[src/rtl/synth_settings.svh]
`ifndef SYNTH_SETTINGS_SVH
`define SYNTH_SETTINGS_SVH

// Number of oscillator voices, 2, 4 or 8
`define SYNTH_VOICE_COUNT 4

// Signed audio sample width
`define SYNTH_SAMPLE_W 16

// Sample period counter width and its value out of reset
`define SYNTH_PERIOD_W 14
`define SYNTH_RESET_PERIOD 64

`endif

[src/rtl/synth_ctrl_pkg.sv]
package synth_ctrl_pkg;

    // Command opcodes on the cmd_op port
    typedef enum logic [2:0] {
        OP_SET_FREQ   = 3'd0,  // cmd_data is the phase increment
        OP_SET_VOLUME = 3'd1,  // cmd_data[7:0]
        OP_SET_WAVE   = 3'd2,  // cmd_data[1:0] as wave_t
        OP_KEY_ON     = 3'd3,
        OP_KEY_OFF    = 3'd4,
        OP_SET_PERIOD = 3'd5   // Shared, cmd_voice ignored
    } synth_op_t;

endpackage

[src/rtl/synth_voice_pkg.sv]
package synth_voice_pkg;

    // Waveform select per voice
    typedef enum logic [1:0] {
        WAVE_OFF      = 2'd0,
        WAVE_SQUARE   = 2'd1,
        WAVE_SAW      = 2'd2,
        WAVE_TRIANGLE = 2'd3
    } wave_t;

    // Oscillator sample pipeline
    typedef enum logic [1:0] {
        V_SHAPE = 2'd0,  // Raw waveform from phase
        V_SCALE = 2'd1,  // Volume multiply
        V_OFFER = 2'd2   // Waiting for mixer handshake
    } voice_state_t;

endpackage

[src/rtl/voice_regs.sv]
`timescale 1ns/10ps
`include "synth_settings.svh"

module voice_regs import synth_ctrl_pkg::*, synth_voice_pkg::*; (
    input  logic                                   clk,
    input  logic                                   rst,
    input  logic                                   frame,
    input  logic                                   cmd_valid,
    input  synth_op_t                              cmd_op,
    input  logic [$clog2(`SYNTH_VOICE_COUNT)-1:0]  cmd_voice,
    input  logic [15:0]                            cmd_data,
    output logic [`SYNTH_PERIOD_W-1:0]             sample_period,
    output logic [15:0]                            freq        [`SYNTH_VOICE_COUNT-1:0],
    output logic [7:0]                             volume      [`SYNTH_VOICE_COUNT-1:0],
    output wave_t                                  wave        [`SYNTH_VOICE_COUNT-1:0],
    output logic                                   keyed       [`SYNTH_VOICE_COUNT-1:0],
    output logic                                   phase_clear [`SYNTH_VOICE_COUNT-1:0]
);

    localparam VC      = `SYNTH_VOICE_COUNT;
    localparam VOICE_W = $clog2(VC);
    localparam PW      = `SYNTH_PERIOD_W;

    logic [PW-1:0] sh_period;
    logic [15:0]   sh_freq   [VC-1:0];
    logic [7:0]    sh_volume [VC-1:0];
    wave_t         sh_wave   [VC-1:0];
    logic          sh_keyed  [VC-1:0];

    always_ff @(posedge clk) begin
        if (rst) begin
            sh_period     <= PW'(`SYNTH_RESET_PERIOD);
            sample_period <= PW'(`SYNTH_RESET_PERIOD);
            for (int i = 0; i < VC; i++) begin
                sh_freq[i]     <= '0;
                sh_volume[i]   <= '0;
                sh_wave[i]     <= WAVE_OFF;
                sh_keyed[i]    <= 1'b0;
                freq[i]        <= '0;
                volume[i]      <= '0;
                wave[i]        <= WAVE_OFF;
                keyed[i]       <= 1'b0;
                phase_clear[i] <= 1'b0;
            end
        end else begin
            // ************************************************************
            // Command decode into shadow registers
            if (cmd_valid && cmd_op == OP_SET_PERIOD) begin
                sh_period <= cmd_data[PW-1:0];
            end
            for (int i = 0; i < VC; i++) begin
                if (cmd_valid && cmd_voice == VOICE_W'(i)) begin
                    case (cmd_op)
                        OP_SET_FREQ:   sh_freq[i]   <= cmd_data;
                        OP_SET_VOLUME: sh_volume[i] <= cmd_data[7:0];
                        OP_SET_WAVE:   sh_wave[i]   <= wave_t'(cmd_data[1:0]);
                        OP_KEY_ON:     sh_keyed[i]  <= 1'b1;
                        OP_KEY_OFF:    sh_keyed[i]  <= 1'b0;
                        default: ;
                    endcase
                end
            end

            // ************************************************************
            // Frame boundary copy to live settings
            for (int i = 0; i < VC; i++) begin
                phase_clear[i] <= frame && sh_keyed[i] && !keyed[i];  // Key-on edge
                if (frame) begin
                    freq[i]   <= sh_freq[i];
                    volume[i] <= sh_volume[i];
                    wave[i]   <= sh_wave[i];
                    keyed[i]  <= sh_keyed[i];
                end
            end
            if (frame) begin
                sample_period <= sh_period;
            end
        end
    end

endmodule

[src/rtl/tone_voice.sv]
`timescale 1ns/10ps
`include "synth_settings.svh"

module tone_voice import synth_voice_pkg::*; (
    input  logic                       clk,
    input  logic                       rst,
    input  logic [15:0]                freq,
    input  logic [7:0]                 volume,
    input  wave_t                      wave,
    input  logic                       keyed,
    input  logic                       phase_clear,
    input  logic                       sample_ready,
    output logic [`SYNTH_SAMPLE_W-1:0] sample,
    output logic                       sample_valid
);

    voice_state_t state;
    logic [15:0]  phase;
    logic         clear_pend;  // Key-on seen while a sample was on offer

    logic [15:0]  saw;
    logic [14:0]  fold;
    logic [15:0]  shape;
    logic [15:0]  raw;
    logic signed [24:0] product;
    logic         handshake;

    assign sample_valid = (state == V_OFFER);
    assign handshake    = sample_valid && sample_ready;

    // ************************************************************
    // Waveform from phase
    always_comb begin
        saw  = {~phase[15], phase[14:0]};
        fold = saw[15] ? ~saw[14:0] : saw[14:0];  // Distance from midpoint
        if (!keyed) begin
            shape = '0;
        end else begin
            case (wave)
                WAVE_SQUARE:   shape = phase[15] ? 16'h8000 : 16'h7fff;
                WAVE_SAW:      shape = saw;
                WAVE_TRIANGLE: shape = {~fold[14], fold[13:0], 1'b0};  // 2*fold - 32768
                default:       shape = '0;
            endcase
        end
    end

    assign product = $signed(raw) * $signed({1'b0, volume});

    always_ff @(posedge clk) begin
        if (state == V_SHAPE) begin
            raw <= shape;
        end
        if (state == V_SCALE) begin
            sample <= product[23:8];  // Arithmetic shift by 8
        end
    end

    // ************************************************************
    // Sample pipeline and phase accumulator
    always_ff @(posedge clk) begin
        if (rst) begin
            state      <= V_SHAPE;
            phase      <= '0;
            clear_pend <= 1'b0;
        end else begin
            case (state)
                V_SHAPE: state <= V_SCALE;
                V_SCALE: state <= V_OFFER;
                V_OFFER: begin
                    if (handshake) begin
                        // A pending key-on restarts the next sample at phase zero
                        phase      <= (clear_pend || phase_clear) ? 16'h0000 : phase + freq;
                        clear_pend <= 1'b0;
                        state      <= V_SHAPE;
                    end else if (phase_clear) begin
                        clear_pend <= 1'b1;  // Keep the sample already on offer
                    end
                end
                default: state <= V_SHAPE;
            endcase

            if (phase_clear && state != V_OFFER) begin
                phase <= '0;
                state <= V_SHAPE;
            end
        end
    end

endmodule

[src/rtl/sample_mixer.sv]
`timescale 1ns/10ps
`include "synth_settings.svh"

module sample_mixer #(
    parameter VOICE_COUNT = 4
) (
    input  logic                       clk,
    input  logic                       rst,
    input  logic [`SYNTH_PERIOD_W-1:0] sample_period,
    input  logic [`SYNTH_SAMPLE_W-1:0] din       [VOICE_COUNT-1:0],
    input  logic                       din_valid [VOICE_COUNT-1:0],
    output logic                       din_ready [VOICE_COUNT-1:0],
    output logic [`SYNTH_SAMPLE_W-1:0] dout,
    output logic                       dout_valid
);

    localparam SW    = `SYNTH_SAMPLE_W;
    localparam PW    = `SYNTH_PERIOD_W;
    localparam IDX_W = (VOICE_COUNT > 1) ? $clog2(VOICE_COUNT) : 1;

    localparam logic [SW-1:0] SAT_MAX = {1'b0, {(SW-1){1'b1}}};
    localparam logic [SW-1:0] SAT_MIN = {1'b1, {(SW-1){1'b0}}};

    logic             prev_rst;  // First cycle out of reset
    logic [PW-1:0]    sample_counter;
    logic [PW-1:0]    period_last;
    logic [IDX_W-1:0] voice_idx;
    logic             active_ready [VOICE_COUNT-1:0];

    logic [SW-1:0]    cur;
    logic [SW-1:0]    next_sum;
    logic             handshake;
    logic             period_end;

    assign period_last = sample_period - 1'b1;
    assign period_end  = (sample_counter == period_last);
    assign cur         = din[voice_idx];
    assign next_sum    = dout + cur;
    assign handshake   = din_valid[voice_idx] && din_ready[voice_idx];

    // Only the selected voice sees its ready
    always_comb begin
        for (int i = 0; i < VOICE_COUNT; i++) begin
            din_ready[i] = (voice_idx == IDX_W'(i)) ? active_ready[i] : 1'b0;
        end
    end

    // ************************************************************
    // Round-robin voice select
    always_ff @(posedge clk) begin
        if (rst) begin
            voice_idx <= '0;
        end else if (voice_idx == IDX_W'(VOICE_COUNT - 1)) begin
            voice_idx <= '0;
        end else begin
            voice_idx <= voice_idx + 1'b1;
        end
    end

    // ************************************************************
    // Period counter, accumulator and readies
    always_ff @(posedge clk) begin
        if (rst) begin
            sample_counter <= '0;
            dout           <= '0;
            dout_valid     <= 1'b0;
            for (int i = 0; i < VOICE_COUNT; i++) begin
                active_ready[i] <= 1'b0;
            end
        end else begin
            sample_counter <= period_end ? '0 : sample_counter + 1'b1;
            dout_valid     <= period_end;  // Sum is final during this pulse

            if (sample_counter == '0) begin
                dout <= handshake ? cur : '0;  // Reload for a new period
            end else if (handshake) begin
                if (!next_sum[SW-1] && cur[SW-1] && dout[SW-1]) begin
                    dout <= SAT_MIN;  // Negative plus negative wrapped
                end else if (next_sum[SW-1] && !cur[SW-1] && !dout[SW-1]) begin
                    dout <= SAT_MAX;
                end else begin
                    dout <= next_sum;
                end
            end

            if (period_end || prev_rst) begin
                for (int i = 0; i < VOICE_COUNT; i++) begin
                    active_ready[i] <= 1'b1;
                end
            end else if (handshake) begin
                active_ready[voice_idx] <= 1'b0;  // One sample per voice per period
            end
        end
        prev_rst <= rst;
    end

endmodule

[src/rtl/synth_core.sv]
`timescale 1ns/10ps
`include "synth_settings.svh"

module synth_core import synth_ctrl_pkg::*, synth_voice_pkg::*; (
    input  logic                                  clk,
    input  logic                                  rst,
    input  logic                                  cmd_valid,
    input  synth_op_t                             cmd_op,
    input  logic [$clog2(`SYNTH_VOICE_COUNT)-1:0] cmd_voice,
    input  logic [15:0]                           cmd_data,
    output logic [`SYNTH_SAMPLE_W-1:0]            dout,
    output logic                                  dout_valid
);

    localparam VC = `SYNTH_VOICE_COUNT;

    logic [`SYNTH_PERIOD_W-1:0] sample_period;
    logic [15:0]                freq         [VC-1:0];
    logic [7:0]                 volume       [VC-1:0];
    wave_t                      wave         [VC-1:0];
    logic                       keyed        [VC-1:0];
    logic                       phase_clear  [VC-1:0];
    logic [`SYNTH_SAMPLE_W-1:0] sample       [VC-1:0];
    logic                       sample_valid [VC-1:0];
    logic                       sample_ready [VC-1:0];

    // Mixer output pulse is the frame boundary
    voice_regs regs_i (
        .clk           (clk),
        .rst           (rst),
        .frame         (dout_valid),
        .cmd_valid     (cmd_valid),
        .cmd_op        (cmd_op),
        .cmd_voice     (cmd_voice),
        .cmd_data      (cmd_data),
        .sample_period (sample_period),
        .freq          (freq),
        .volume        (volume),
        .wave          (wave),
        .keyed         (keyed),
        .phase_clear   (phase_clear)
    );

    for (genvar v = 0; v < VC; v++) begin : g_voice
        tone_voice voice_i (
            .clk          (clk),
            .rst          (rst),
            .freq         (freq[v]),
            .volume       (volume[v]),
            .wave         (wave[v]),
            .keyed        (keyed[v]),
            .phase_clear  (phase_clear[v]),
            .sample_ready (sample_ready[v]),
            .sample       (sample[v]),
            .sample_valid (sample_valid[v])
        );
    end

    sample_mixer #(
        .VOICE_COUNT (VC)
    ) mixer_i (
        .clk           (clk),
        .rst           (rst),
        .sample_period (sample_period),
        .din           (sample),
        .din_valid     (sample_valid),
        .din_ready     (sample_ready),
        .dout          (dout),
        .dout_valid    (dout_valid)
    );

endmodule

[config.mk]
export PLATFORM = sky130hd
export DESIGN_NAME = synth_core
export DESIGN_NICKNAME = d
export VERILOG_FILES = /design/src/rtl/synth_ctrl_pkg.sv /design/src/rtl/synth_voice_pkg.sv /design/src/rtl/voice_regs.sv /design/src/rtl/tone_voice.sv /design/src/rtl/sample_mixer.sv /design/src/rtl/synth_core.sv
export VERILOG_INCLUDE_DIRS = /design/src /design/src/rtl
export SDC_FILE = /design/constraint.sdc
export NUM_CORES = 2
export LEC_CHECK = 0
export BUFFER_PORTS_ARGS = -buffer_cell sky130_fd_sc_hd__buf_4
export CAP_MARGIN = 20
export CORE_UTILIZATION = 37
export CTS_CLUSTER_SIZE = 16
export DETAILED_ROUTE_END_ITERATION = 12
export PLACE_DENSITY = 0.5
export SYNTH_ARGS = -nofsm -noshare
export SYNTH_HDL_FRONTEND = slang
export SYNTH_SLANG_ARGS = --single-unit
[constraint.sdc]
create_clock -name clk -period 7.5 [get_ports clk]
set_clock_uncertainty 0.2 [all_clocks]
set_input_delay 1.5 -clock clk [delete_from_list [all_inputs] [get_ports clk]]
set_output_delay 1.5 -clock clk [all_outputs]
set_load 0.01 [all_outputs]
==> flow_summary.yaml <==
cts:
  cts_tree: "yes"
  cts-root-buf: "clkbuf_16"
  holdBufCountCts: 0
  cts_setup_buffers: 0
  insertion_delay_ns: 0.65
  cts_resized: 0
  numCtsBuffers: 58
  cts_sinks: 490
  clk_path_buf_depth: 3
  cts_max_level: 2
  path_clk_slew_ns: 0.06
detailed_routing:
  drt-total-wl_microns: 97000
  vias: 26684
  drt_iter0_drc: 1425
  drc: 20
  avgRoutedWirePerCell_microns: 17.6
  viasPerCell: 4.84
  ant_nets: 0
  firstDrtPassIters: 10
worst_setup_path:
  cp_data_arrival_time_ns: 6.01
  end_kind: "flop"
  cp.buffers_inverters: 3
  cp_slowest_cell: "dfxtp_1"
  timing.rr.start: "regs_i.volume[24]"
  path_depth: 18
  path_class: "reg2reg"
  reg2reg_slack_ns: 1.63
  critical-path-top-delay-family: "adder cells"
  r2r-end: "g_voice[3].voice_i.sample[14]"
  critPathMostFrequentCell: "fa_1"
  worstPathCellList: "nand2_1, fa_1, inv_1, fa_1, inv_1, fa_1, inv_1, fa_1, ha_1, nand4_1, or3_1, a211oi_1, nor2_1, o21ai_1, a41o_1, nor2_1, o21bai_1, xor2_1"
  crit_fanout: 16
  crit_required_ns: 7.64
  r2r_cells: 18
  max_stage_delay_ns: 0.66
  worst_setup_path_start_kind: "flop"
timing:
  grt_setup_unrepaired: "no"
  finalMaxSlewViolations: 0
  min_period_ns: 5.87
  max_freq_ghz: 0.170
  setup_tns_ns: 0
  tightest_slew_ns: 1.03
  setup_viol: 0
  timing.final.crit_share: 0.783
  max_slew_margin: 0.305
  hold_violations: 0
global_route:
  antenna_found_initial: 8
  grt_pass1_vias: 26917
  grt_usage: 0.183
  grt_max_degree: 88
  grt_pass1_wl_microns: 155000
  overflow: 0
placement:
  gp_congestion: 0.811
  dp_cells: 5403
  dp_hpwl_microns: 75200
  port_buffers: 40
floorplanning:
  start_util: 0.374
  die_w_microns: 328
  io_pins: 41
  dieHeight_microns: 328
  num_rows: 119
  dieArea_sq_um: 108000
  core_sq_um: 105000
final_layout:
  nets: 4752
  area_growth_pct: 9.24
  stdcell_count: 5512
  drive_above_1_share: 0.0481
yosys:
  netlist_area_sq_um: 39400
  async_flop_share: 0
  synth-edff-count: 236
  synth_warnings: 0
  synth.top_cell.area_share: 0.204
  synth_area_leader_cell: "fa_1"
  yosysMostFrequentCell: "inv_1"
  ys.flop_type: "dfxtp_1"
  yosysSeqAreaShare: 0.309
  synthCells: 4089
  ys_types: 79
  ys_seq_elements: 490
  syn_nets: 4769
  syn_area_per_cell_sq_um: 9.64
  synth_common_cells: "inv_1, nand2_1, fa_1"
  synth.area.top_cells: "fa_1, edfxtp_1, dfxtp_1, ha_1, inv_1"
power:
  peakVddDrop_mv: 0.248
  power_density_nw_per_um2: 147
  p_total_mw: 6.33
  leakagePower_nw: 19.2
worst_hold_path:
  hold_end: "regs_i.sh_period[10]"
  hold_path_class: "reg2reg"
  worstHoldPathCells: 2
  min_from: "regs_i.sh_period[10]"
run_status:
  violations: "design-rule violations"
  status: "complete, but fails checks"
job:
  maxCapViolCount: 0
## placed cells by master, fill, tap and decap left out, drive strengths merged, types with 9 or more instances in the layout
cell type,synthesis,layout
a22oi,82,82
clkinv,0,13
nand2,435,435
and2,329,329
o21bai,27,27
dfxtp,254,254
nand3,42,42
mux4,16,16
or3,10,10
nor2b,70,70
nor2,359,359
a21oi,150,150
mux2i,124,124
a211oi,11,11
a31oi,14,14
nor3b,9,9
xnor2,120,120
inv,588,595
xor2,98,98
a21o,33,33
ha,254,254
o21ai,51,51
edfxtp,236,236
buf,24,64
o211ai,10,10
clkbuf,117,79
fa,402,402
o21a,16,16
and3,18,18
nand2b,21,21
nand4,11,11
nor3,59,59
## per-layer routing
layer  global-route usage  up-vias  share of wire
met5                    0        -              0
met4               0.0293        0          0.012
met3               0.0197       68          0.036
met2                0.288      364           0.45
met1                0.274    13059           0.50
li1                     -    13193              -
## kinds of logic after synthesis
| family | after synthesis | share of synthesized area |
|---|---|---|
| buffers and inverters | 729 | 0.0704 |
| muxes | 142 | 0.0412 |
| DFF | 490 | 0.309 |
| xor gates and xnor gates | 218 | 0.0484 |
| AOI/OAI and AO/OA | 455 | 0.0756 |
| and+or+nand+nor | 1399 | 0.171 |
| adders and majority gates | 656 | 0.285 |
## report_power, final
part / leakage, nW / internal, mW / switching [mW] / total, mW
registers: 4.38 / 2.94 / 0.178 / 3.12
logic: 13.9 / 0.108 / 0.224 / 0.332
clock network: 0.950 / 1.70 / 1.18 / 2.89
total: 19.2 / 4.75 / 1.59 / 6.33
## registers in the layout, indices dropped and copies added, names as in the netlist, 8 cells and up
register / count
regs_i.sh_wave: 8
regs_i.sh_period: 14
regs_i.sh_freq: 64
g_voice.voice_i.raw: 64
regs_i.sample_period: 14
regs_i.sh_volume: 32
g_voice.voice_i.sample: 64
mixer_i.dout: 16
g_voice.voice_i.phase: 64
freq: 16
mixer_i.sample_counter: 14
g_voice.voice_i.state: 8
regs_i.volume: 32
regs_i.wave: 8
regs_i.freq: 48
## metrics by stage
stage | area, sq um | utilization | hold WS (ns) | worst slack, ns
2_1_floorplan | 39400 | - | 0.218 | 1.97
3_3_place_gp | 41100 | 0.390 | 0.244 | 1.75
3_5_place_dp | 41100 | 0.390 | 0.248 | 1.63
4_1_cts | 43100 | 0.408 | 0.256 | 1.60
5_1_grt | 43100 | 0.408 | 0.281 | 1.25
6_report | 43100 | 0.409 | 0.254 | 1.63
## worst max-delay path by stage
stage | startpoint | to
4_1_cts | regs_i.volume[11] | g_voice[1].voice_i.sample[15]
5_1_grt | regs_i.volume[16] | g_voice[2].voice_i.sample[15]
3_5_place_dp | regs_i.volume[11] | g_voice[1].voice_i.sample[15]
3_3_place_gp | regs_i.volume[11] | g_voice[1].voice_i.sample[15]
2_1_floorplan | regs_i.volume[17] | g_voice[2].voice_i.sample[15]
6_report | regs_i.volume[24] | g_voice[3].voice_i.sample[14]
## worst register-to-register path: cells and delay by family, from the launching register on
family	cells	cell delay (ns)
compound gates	4	1.09
flops	1	0.66
simple gates	5	1.00
buf+inv	3	0.15
fa+ha+maj	5	2.38
xor+xnor	1	0.09
## area by class of cell
type                       count  area [sq um]
antenna                        1          2.50
clock buffer                  79          1620
fill                       10481         62400
sequential                   490         12200
multi-input combinational   2870         24500
clock inverter                29           347
timing repair buffer          64           484
inverter                     588          2210
tap                         1391          1740
Note: power is estimated with default switching activity, not from simulation.
